$ cat src/design/OpLoadPkg.sv
package OpLoadPkg;

    localparam int NumPorts = 2;
    localparam int NumAluPorts = 1;
    localparam int NumWbs = 2;
    localparam int NumZcFwds = 1;
    localparam int NumRfReads = NumAluPorts * 2 + (NumPorts - NumAluPorts);
    localparam int NumFwd = NumZcFwds + NumWbs;
    localparam int NumPhysRegs = 64;
    localparam int NumFetchIds = 8;
    localparam int FwdIdxW = $clog2(NumFwd);

    // 16-byte fetch blocks, addressed in half-words
    localparam int BlockOffW = 4;

    typedef logic [31:0] Word;
    typedef logic [$clog2(NumPhysRegs)-1:0] RfIdx;
    typedef logic [$clog2(NumFetchIds)-1:0] FetchId;
    typedef logic [BlockOffW-2:0] FetchOff;
    typedef logic [5:0] SqN;
    typedef logic [5:0] Opcode;
    typedef logic [FwdIdxW-1:0] FwdIdx;
    typedef logic [31-BlockOffW:0] BlockPc;

    typedef struct packed {
        logic isConst;
        RfIdx idx;
    } RegTag;

    // Value is sign-extended to a full word on use
    typedef struct packed {
        logic isConst;
        logic signed [5:0] value;
    } ConstTag;

    typedef union packed {
        RegTag regTag;
        ConstTag constTag;
    } OperandTag;

    typedef struct packed {
        logic valid;
        SqN sqN;
        OperandTag tagA;
        OperandTag tagB;
        RfIdx tagDst;
        logic immB;
        Word imm;
        FetchId fetchId;
        FetchOff fetchOffs;
        Opcode opcode;
    } IssueUop;

    typedef struct packed {
        logic valid;
        SqN sqN;
        RfIdx tagDst;
        Word srcA;
        Word srcB;
        Word imm;
        Word pc;
        FetchOff fetchStartOffs;
        logic predTaken;
        Opcode opcode;
    } ExUop;

    typedef struct packed {
        logic valid;
        RfIdx tag;
        Word result;
    } ZcForward;

    typedef struct packed {
        logic valid;
        RfIdx tagDst;
        Word result;
    } WbResult;

    typedef struct packed {
        logic taken;
        SqN sqN;
    } BranchFlush;

    typedef struct packed {
        BlockPc blockPc;
        FetchOff branchPos;
        logic predTaken;
    } PcFileEntry;

    typedef struct packed {
        logic valid;
        FetchId fetchId;
        PcFileEntry entry;
    } PcFileWrite;

    typedef struct packed {
        logic valid;
        RfIdx idx;
    } RfReadReq;

    typedef struct packed {
        logic valid;
        FetchId fetchId;
    } PcReadReq;

endpackage
$ cat src/design/OpLoadTop.sv
`timescale 1ns/1ps

module OpLoadTop (
    input  logic clk,
    input  logic rst,
    input  OpLoadPkg::IssueUop [OpLoadPkg::NumPorts-1:0] issue,
    input  OpLoadPkg::WbResult [OpLoadPkg::NumWbs-1:0] wb,
    input  OpLoadPkg::ZcForward [OpLoadPkg::NumZcFwds-1:0] zcFwd,
    input  OpLoadPkg::BranchFlush branch,
    input  logic [OpLoadPkg::NumPorts-1:0] stall,
    input  OpLoadPkg::PcFileWrite pcWrite,
    output OpLoadPkg::ExUop [OpLoadPkg::NumPorts-1:0] exUop
);
    import OpLoadPkg::*;

    RfReadReq [NumRfReads-1:0] rfRead;
    Word [NumRfReads-1:0] rfData;
    PcReadReq [NumPorts-1:0] pcRead;
    PcFileEntry [NumPorts-1:0] pcData;

    OperandLoad load0 (
        .clk(clk),
        .rst(rst),
        .issue(issue),
        .wb(wb),
        .zcFwd(zcFwd),
        .branch(branch),
        .stall(stall),
        .rfRead(rfRead),
        .rfData(rfData),
        .pcRead(pcRead),
        .pcData(pcData),
        .exUop(exUop)
    );

    // Writebacks are both snooped by the stage and written here
    PhysRegFile rf0 (
        .clk(clk),
        .rst(rst),
        .wb(wb),
        .rfRead(rfRead),
        .rfData(rfData)
    );

    PcFile pcf0 (
        .clk(clk),
        .rst(rst),
        .pcWrite(pcWrite),
        .pcRead(pcRead),
        .pcData(pcData)
    );

endmodule

$ cat src/design/OperandLoad.sv
`timescale 1ns/1ps

module OperandLoad (
    input  logic clk,
    input  logic rst,
    input  OpLoadPkg::IssueUop [OpLoadPkg::NumPorts-1:0] issue,
    input  OpLoadPkg::WbResult [OpLoadPkg::NumWbs-1:0] wb,
    input  OpLoadPkg::ZcForward [OpLoadPkg::NumZcFwds-1:0] zcFwd,
    input  OpLoadPkg::BranchFlush branch,
    input  logic [OpLoadPkg::NumPorts-1:0] stall,
    output OpLoadPkg::RfReadReq [OpLoadPkg::NumRfReads-1:0] rfRead,
    input  OpLoadPkg::Word [OpLoadPkg::NumRfReads-1:0] rfData,
    output OpLoadPkg::PcReadReq [OpLoadPkg::NumPorts-1:0] pcRead,
    input  OpLoadPkg::PcFileEntry [OpLoadPkg::NumPorts-1:0] pcData,
    output OpLoadPkg::ExUop [OpLoadPkg::NumPorts-1:0] exUop
);
    import OpLoadPkg::*;

    function automatic Word constValue(OperandTag tag);
        return {{($bits(Word) - 6){tag.constTag.value[5]}}, tag.constTag.value};
    endfunction

    // Sequence numbers wrap, so age is the sign of the difference
    function automatic logic isYounger(SqN a, SqN b);
        logic signed [$bits(SqN)-1:0] diff;
        diff = a - b;
        return diff > 0;
    endfunction

    ZcForward [NumFwd-1:0] fwd;
    OperandTag [NumRfReads-1:0] lookup;
    logic [NumRfReads-1:0][NumFwd-1:0] match;
    FwdIdx [NumRfReads-1:0] matchIdx;
    logic [NumRfReads-1:0] matchHit;

    Word [NumPorts-1:0] selA;
    Word [NumPorts-1:0] selB;
    logic [NumPorts-1:0][1:0] selIsReg;
    logic [NumPorts-1:0] accept;
    logic [NumPorts-1:0] flushHeld;

    ExUop [NumPorts-1:0] uopReg;
    logic [NumPorts-1:0][1:0] isReg;

    // Zero-cycle forwards first, they win over writebacks
    always_comb begin
        for (int i = 0; i < NumZcFwds; i++) begin
            fwd[i] = zcFwd[i];
        end
        for (int i = 0; i < NumWbs; i++) begin
            fwd[NumZcFwds + i].valid = wb[i].valid;
            fwd[NumZcFwds + i].tag = wb[i].tagDst;
            fwd[NumZcFwds + i].result = wb[i].result;
        end
    end

    // Lookup slots follow the read port layout: tagA per port, then tagB of ALU ports
    always_comb begin
        for (int p = 0; p < NumPorts; p++) begin
            lookup[p] = issue[p].tagA;
        end
        for (int p = 0; p < NumAluPorts; p++) begin
            lookup[NumPorts + p] = issue[p].tagB;
        end
        for (int i = 0; i < NumRfReads; i++) begin
            for (int j = 0; j < NumFwd; j++) begin
                match[i][j] = fwd[j].valid && !lookup[i].regTag.isConst
                    && fwd[j].tag == lookup[i].regTag.idx;
            end
        end
    end

    for (genvar i = 0; i < NumRfReads; i++) begin : gEnc
        OneHotEncoder enc (
            .match(match[i]),
            .idx(matchIdx[i]),
            .hit(matchHit[i])
        );
    end

    // No reads from a stalled port, so the held read data stays put
    always_comb begin
        for (int i = 0; i < NumRfReads; i++) begin
            rfRead[i].idx = lookup[i].regTag.idx;
        end
        for (int p = 0; p < NumPorts; p++) begin
            rfRead[p].valid = issue[p].valid && !stall[p] && !issue[p].tagA.regTag.isConst;
            pcRead[p].valid = issue[p].valid && !stall[p];
            pcRead[p].fetchId = issue[p].fetchId;
        end
        for (int p = 0; p < NumAluPorts; p++) begin
            rfRead[NumPorts + p].valid = issue[p].valid && !stall[p]
                && !issue[p].tagB.regTag.isConst;
        end
    end

    // Operand source selection
    always_comb begin
        for (int p = 0; p < NumPorts; p++) begin
            selIsReg[p] = 2'b00;
            selB[p] = issue[p].imm;
            if (issue[p].tagA.regTag.isConst) begin
                selA[p] = constValue(issue[p].tagA);
            end else if (matchHit[p]) begin
                selA[p] = fwd[matchIdx[p]].result;
            end else begin
                selA[p] = '0;
                selIsReg[p][0] = 1'b1;
            end
        end
        // AGU ports keep the immediate as srcB
        for (int p = 0; p < NumAluPorts; p++) begin
            if (issue[p].tagB.regTag.isConst) begin
                selB[p] = constValue(issue[p].tagB);
            end else if (matchHit[NumPorts + p]) begin
                selB[p] = fwd[matchIdx[NumPorts + p]].result;
            end else if (!issue[p].immB) begin
                selIsReg[p][1] = 1'b1;
            end
        end
    end

    always_comb begin
        for (int p = 0; p < NumPorts; p++) begin
            accept[p] = issue[p].valid && !stall[p]
                && !(branch.taken && isYounger(issue[p].sqN, branch.sqN));
            flushHeld[p] = uopReg[p].valid && branch.taken
                && isYounger(uopReg[p].sqN, branch.sqN);
        end
    end

    always_ff @(posedge clk) begin
        if (rst) begin
            for (int p = 0; p < NumPorts; p++) begin
                uopReg[p].valid <= 1'b0;
                isReg[p] <= 2'b00;
            end
        end else begin
            for (int p = 0; p < NumPorts; p++) begin
                if (accept[p]) begin
                    uopReg[p].valid <= 1'b1;
                    uopReg[p].sqN <= issue[p].sqN;
                    uopReg[p].tagDst <= issue[p].tagDst;
                    uopReg[p].srcA <= selA[p];
                    uopReg[p].srcB <= selB[p];
                    uopReg[p].imm <= issue[p].imm;
                    // Low PC bits are known now, the block PC joins on output
                    uopReg[p].pc <= {{($bits(BlockPc)){1'b0}}, issue[p].fetchOffs, 1'b0};
                    uopReg[p].fetchStartOffs <= '0;
                    uopReg[p].predTaken <= 1'b0;
                    uopReg[p].opcode <= issue[p].opcode;
                    isReg[p] <= selIsReg[p];
                end else if (!stall[p] || flushHeld[p]) begin
                    uopReg[p].valid <= 1'b0;
                    isReg[p] <= 2'b00;
                end else begin
                    // Capture register values once so later writes cannot leak in
                    uopReg[p].srcA <= exUop[p].srcA;
                    uopReg[p].srcB <= exUop[p].srcB;
                    isReg[p] <= 2'b00;
                end
            end
        end
    end

    always_comb begin
        for (int p = 0; p < NumPorts; p++) begin
            exUop[p] = uopReg[p];
            if (isReg[p][0]) begin
                exUop[p].srcA = rfData[p];
            end
            exUop[p].pc = {pcData[p].blockPc, uopReg[p].pc[BlockOffW-1:0]};
            exUop[p].fetchStartOffs = pcData[p].blockPc[$bits(FetchOff)-1:0];
            // Prediction only belongs to the uop at the predicted branch slot
            exUop[p].predTaken = pcData[p].predTaken
                && uopReg[p].pc[BlockOffW-1:1] == pcData[p].branchPos;
        end
        for (int p = 0; p < NumAluPorts; p++) begin
            if (isReg[p][1]) begin
                exUop[p].srcB = rfData[NumPorts + p];
            end
        end
    end

endmodule

$ cat src/design/PcFile.sv
`timescale 1ns/1ps

module PcFile (
    input  logic clk,
    input  logic rst,
    input  OpLoadPkg::PcFileWrite pcWrite,
    input  OpLoadPkg::PcReadReq [OpLoadPkg::NumPorts-1:0] pcRead,
    output OpLoadPkg::PcFileEntry [OpLoadPkg::NumPorts-1:0] pcData
);
    import OpLoadPkg::*;

    PcFileEntry entries [NumFetchIds];

    always_ff @(posedge clk) begin
        if (rst) begin
            for (int i = 0; i < NumFetchIds; i++) begin
                entries[i] <= '0;
            end
        end else if (pcWrite.valid) begin
            entries[pcWrite.fetchId] <= pcWrite.entry;
        end
    end

    // One read per issue port
    always_ff @(posedge clk) begin
        for (int i = 0; i < NumPorts; i++) begin
            if (pcRead[i].valid) begin
                pcData[i] <= entries[pcRead[i].fetchId];
            end
        end
    end

endmodule

$ cat src/design/PhysRegFile.sv
`timescale 1ns/1ps

module PhysRegFile (
    input  logic clk,
    input  logic rst,
    input  OpLoadPkg::WbResult [OpLoadPkg::NumWbs-1:0] wb,
    input  OpLoadPkg::RfReadReq [OpLoadPkg::NumRfReads-1:0] rfRead,
    output OpLoadPkg::Word [OpLoadPkg::NumRfReads-1:0] rfData
);
    import OpLoadPkg::*;

    Word regs [NumPhysRegs];

    always_ff @(posedge clk) begin
        if (rst) begin
            for (int i = 0; i < NumPhysRegs; i++) begin
                regs[i] <= '0;
            end
        end else begin
            // Higher bus number is written last and wins
            for (int i = 0; i < NumWbs; i++) begin
                if (wb[i].valid) begin
                    regs[wb[i].tagDst] <= wb[i].result;
                end
            end
        end
    end

    // Read data holds until the next valid request on that port
    always_ff @(posedge clk) begin
        for (int i = 0; i < NumRfReads; i++) begin
            if (rfRead[i].valid) begin
                rfData[i] <= regs[rfRead[i].idx];
            end
        end
    end

endmodule

$ cat src/design/OneHotEncoder.sv
`timescale 1ns/1ps

module OneHotEncoder (
    input  logic [OpLoadPkg::NumFwd-1:0] match,
    output OpLoadPkg::FwdIdx idx,
    output logic hit
);
    import OpLoadPkg::*;

    // Scan downward so the lowest set bit is the one left standing
    always_comb begin
        idx = '0;
        for (int i = NumFwd - 1; i >= 0; i--) begin
            if (match[i]) begin
                idx = FwdIdx'(i);
            end
        end
    end

    assign hit = |match;

endmodule

$ cat config.mk
export PLATFORM = sky130hd
export DESIGN_NAME = OpLoadTop
export DESIGN_NICKNAME = d
export VERILOG_FILES = /design/src/design/OpLoadPkg.sv /design/src/design/OpLoadTop.sv /design/src/design/OperandLoad.sv /design/src/design/PcFile.sv /design/src/design/PhysRegFile.sv /design/src/design/OneHotEncoder.sv
export SDC_FILE = /design/constraint.sdc
export NUM_CORES = 2
export LEC_CHECK = 0
export ABC_CLOCK_PERIOD_IN_PS = 8300
export BUFFER_PORTS_ARGS = -buffer_cell sky130_fd_sc_hd__buf_2
export CAP_MARGIN = 10
export CORE_MARGIN = 2
export CORE_UTILIZATION = 24
export DETAILED_ROUTE_END_ITERATION = 10
export RECOVER_POWER = 100
export SLEW_MARGIN = 40
export SYNTH_ARGS = -nofsm -noshare
export SYNTH_HDL_FRONTEND = slang
export SYNTH_SLANG_ARGS = --single-unit
$ cat constraint.sdc
create_clock -name clk -period 8.3 [get_ports clk]
set_clock_uncertainty 0.15 [all_clocks]
set_input_delay 1.245 -clock clk [delete_from_list [all_inputs] [get_ports clk]]
set_output_delay 1.245 -clock clk [all_outputs]
set_load 0.02 [all_outputs]
==> run summary <==
RUN STATUS
------------------------------------------------------------------------------
Result of the run                                                 finished, violations left
Violated checks                                                   capacitance limit, slew limit

RUN
------------------------------------------------------------------------------
MaxCap Viol Count                                                          108

CTS
------------------------------------------------------------------------------
Root Buffer Master                                                sky130_fd_sc_hd__clkbuf_16
Count of buffers added by post-CTS timing repair for setup                   0
Number of buffers created by CTS                                           319
Maximum buffer depth of the clock tree                                       4
Clock sink count                                                          2703
Number of gates given a new drive strength after cts                         0
TritonCTS clock tree                                                     built
Clock insertion delay at the later pin of the skew report              1.04 ns
Number of hold buffers added after CTS                                       0
Clock-pin transition on the worst setup and hold timing paths          0.06 ns
Clock H-tree levels                                                          5

TIMING
------------------------------------------------------------------------------
Fraction of the cycle the final worst path needs                         0.830
Post-layout min period                                                 6.89 ns
Maximum clock frequency                                                145 MHz
Worst hold slack                                                      0.242 ns
RSZ-0062 raised after global routing                                        no
Setup violations, final                                                      0
Worst slew margin relative to its limit                                  -1.59
Worst Tran Pin Value                                                   3.88 ns
Aggregate negative setup slack                                            0 ns
Total count of max-transition violations in the final report              2605
Number of failing hold endpoints at the final stage                          0

PLACE
------------------------------------------------------------------------------
Input/output buffers                                                       599
GP Congestion                                                             1.00
Area after DPL                                                      181000 µm²
Half-perimeter wire length after detailed placement                     529 mm

PWR
------------------------------------------------------------------------------
Total power after layout                                              37800 µW
PD cells                                                            199 nW/µm²
Net Sw Frac                                                              0.292
Share of power burned in combinational logic                             0.177
Clock network fraction of design power                                   0.389
Sequential power share                                                   0.434
Net load switching power                                              11000 µW
Worst-case vdd ir drop                                                  184 µV
Static Leakage                                                       0.0596 µW
Internal Pwr Total                                                    26700 µW

FINISH
------------------------------------------------------------------------------
Number of filler instances in the final layout                           69362
Most used cells in the layout excluding fill and tap cells        2698 x sky130_fd_sc_hd__edfxtp_1, 2054 x sky130_fd_sc_hd__a22o_1, 2008 x sky130_fd_sc_hd__mux4_2, 526 x sky130_fd_sc_hd__clkbuf_1, 420 x sky130_fd_sc_hd__buf_4
Final Core Density                                                       0.276
Layout-stage area growth over the synthesis result                       14.4%
Nets@finish                                                              10692
Most common library cell in the layout ignoring fill and taps     sky130_fd_sc_hd__edfxtp_1
Share of layout cells above drive strength 1                             0.330
Final design instance area without fill                             190000 µm²

HOLD PATH
------------------------------------------------------------------------------
Terminating pin of the worst hold path                            load0.isReg[1]
Worst hold path stage count                                                  2
Worst Min Path Start                                                 issue[44]
Classification of the worst-slack hold path                       input pin to register

DIE
------------------------------------------------------------------------------
Die area                                                            699000 µm²
Placement Rows                                                             305
IO Pins                                                                    610
Horizontal die dimension                                                836 µm
Core area                                                           690000 µm²
Die boundary height                                                     836 µm
Effective utilization at floorplan                                       0.241

DETAILED ROUTING
------------------------------------------------------------------------------
DRC errors left                                                              0
Total iterations of the first detailed-routing run                           8
Remaining antenna violation count                                            0
Detail-routed via count per cell                                          6.23
Drt first-iter violations                                                24939
Via Count                                                               125515
Mean routed wirelength per cell                                        41.2 µm
Total Wirelength                                                        829 mm

SETUP PATH
------------------------------------------------------------------------------
R2R depth                                                                   11
Critical path class                                               input pin to register
Arrival time of data at the critical path endpoint                     7.46 ns
Slack of the worst reg-to-reg path                                     2.25 ns
Worst reg2reg path startpoint                                     load0.exUop[144]
Required time at the endpoint of the critical path                     8.87 ns
Kind of end point of the critical path                                register
Slowest stage cell, crit path                                     sky130_fd_sc_hd__nor2_1
Cell repeated most along the worst path                           sky130_fd_sc_hd__clkbuf_1
Worst flop-to-flop path endpoint                                  load0.uopReg[87]
Slowest stage delay, CP                                                1.94 ns
Cells along the critical path                                     clkbuf_1, inv_6, and3_1, nand3_1, nor2_1, nor3_1, clkbuf_1, a22o_1
Worst Path Max Fanout                                                       32
Startpoint type of the worst setup path                              input pin

GLOBAL ROUTING
------------------------------------------------------------------------------
Gr usage total                                                           0.226
Pin count of the biggest net entering global routing                        98
Via count of the first global-routing pass                              114969
Initial antenna violation count                                            148
First-pass GRT wire length                                             1090 mm
Grt total ovfl                                                               0

SYNTHESIS
------------------------------------------------------------------------------
Number of enable-type register cells in the synthesized netlist           2698
Async set-or-reset flop fraction in the synthesized netlist                  0
Number of storage elements in the synthesis netlist                       2703
Syn Area/Cell                                                         15.7 µm²
Instance count of the mapped netlist                                     10570
Fraction of the yosys area taken by sequential cells                     0.488
Netlist cell types                                                          67
Dominant synthesized flop cell                                    sky130_fd_sc_hd__edfxtp_1
Mapped cell area                                                    166000 µm²
Total of warnings raised by yosys                                            0

## flip-flops by register name (all words and copies together) (netlist names)
register,count
load0.uopReg,96
load0.exUop,140
rf0.rfData,96
pcf0.pcData,64
rf0.regs,2048
load0.isReg,3
pcf0.entries,256
## per-stage QoR
stage / std cells / worst slack, ns
floorplan: 10571 / 2.01
global placement: 19178 / 2.48
detailed placement: 19240 / 2.71
CTS: 19811 / 3.72
global route: 20084 / 1.81
finish: 20131 / 1.41
## cells by family (layout without fill, tap and decap cells)
| logic type | count (synthesis) | in the layout | share of synthesized area |
|---|---|---|---|
| DFF | 2703 | 2703 | 0.488 |
| adders and majority gates | 24 | 24 | 0.00199 |
| buffers and inverters | 1860 | 1899 | 0.0487 |
| and+or+nand+nor | 965 | 965 | 0.0313 |
| xor gates and xnor gates | 76 | 76 | 0.00405 |
| other | 1 | 313 | 0.0000226 |
| AOI/OAI and AO/OA | 2613 | 2613 | 0.133 |
| muxes | 2328 | 2328 | 0.293 |
## worst max-delay path, delay by kind of cell
kind                   cells  cell delay [ns]
AOI/OAI and AO/OA          1             0.39
buffers and inverters      3             2.34
and+or+nand+nor            4             3.36
## cell usage after synthesis (all sizes together), types with 25 or more instances
| cell type | n | area (µm²) |
|---|---|---|
| edfxtp | 2698 | 81000 |
| a22o | 2054 | 18000 |
| mux4 | 2008 | 45200 |
| clkbuf | 1205 | 4520 |
| buf | 538 | 3130 |
| and2 | 316 | 1980 |
| mux2 | 193 | 2170 |
| nor2 | 149 | 559 |
| mux2i | 127 | 1270 |
| nor3 | 125 | 626 |
| nand2 | 123 | 462 |
| a22oi | 120 | 901 |
| inv | 116 | 435 |
| a211oi | 84 | 631 |
| a21oi | 77 | 385 |
| nor2b | 69 | 432 |
| o221ai | 64 | 561 |
| o22ai | 57 | 357 |
| nand4 | 49 | 307 |
| xnor2 | 42 | 368 |
| nand3 | 36 | 180 |
| xor2 | 34 | 305 |
| o31a | 31 | 272 |
| or3 | 26 | 163 |
| o211ai | 25 | 188 |
## worst max path at each step
| stage | start | to | slack [ns] | cells past startpoint |
|---|---|---|---|---|
| after floorplan | stall[1] | load0.exUop[151] | 2.01 | 5 |
| after global routing | rst | rf0.regs[2][27] | 1.81 | 8 |
| after global placement | rst | rf0.regs[55][18] | 2.48 | 7 |
| after detailed placement | rst | rf0.regs[39][16] | 2.71 | 10 |
| after CTS | rst | rf0.regs[39][6] | 3.72 | 10 |
| final | rst | rf0.regs[23][27] | 1.41 | 8 |
## metal layers
layer	part of all wire	GRT usage	up-vias	wire length, µm
met5	0.0016	0.0133	-	1370
met4	0.11	0.183	48	88200
met3	0.17	0.106	3012	139000
met2	0.42	0.329	12787	347000
met1	0.31	0.252	64730	254000
li1	-	-	44938	-
## layout make-up
cell class              instances  area [µm²]  share of cell area
clock inverters               193        2050              0.0108
flip-flops and latches       2703       81100               0.427
clock buffers                 378        8500              0.0447
multi-input cells            6008       78300               0.412
repair buffers               1211        7470              0.0393
well taps                    9210       11500              0.0606
diodes                        311         778             0.00409
inverters                     117         444             0.00234
## power by group through the flow
stage	Sequential, µW	Combinational [µW]	Clock, µW
6_report	16400	6680	14700
5_1_grt	16500	6590	15100
4_1_cts	16300	6360	14600
3_5_place_dp	16600	6340	0
3_3_place_gp	16600	6260	0
2_1_floorplan	16400	3600	0
Note: power is estimated with default switching activity, not from simulation.
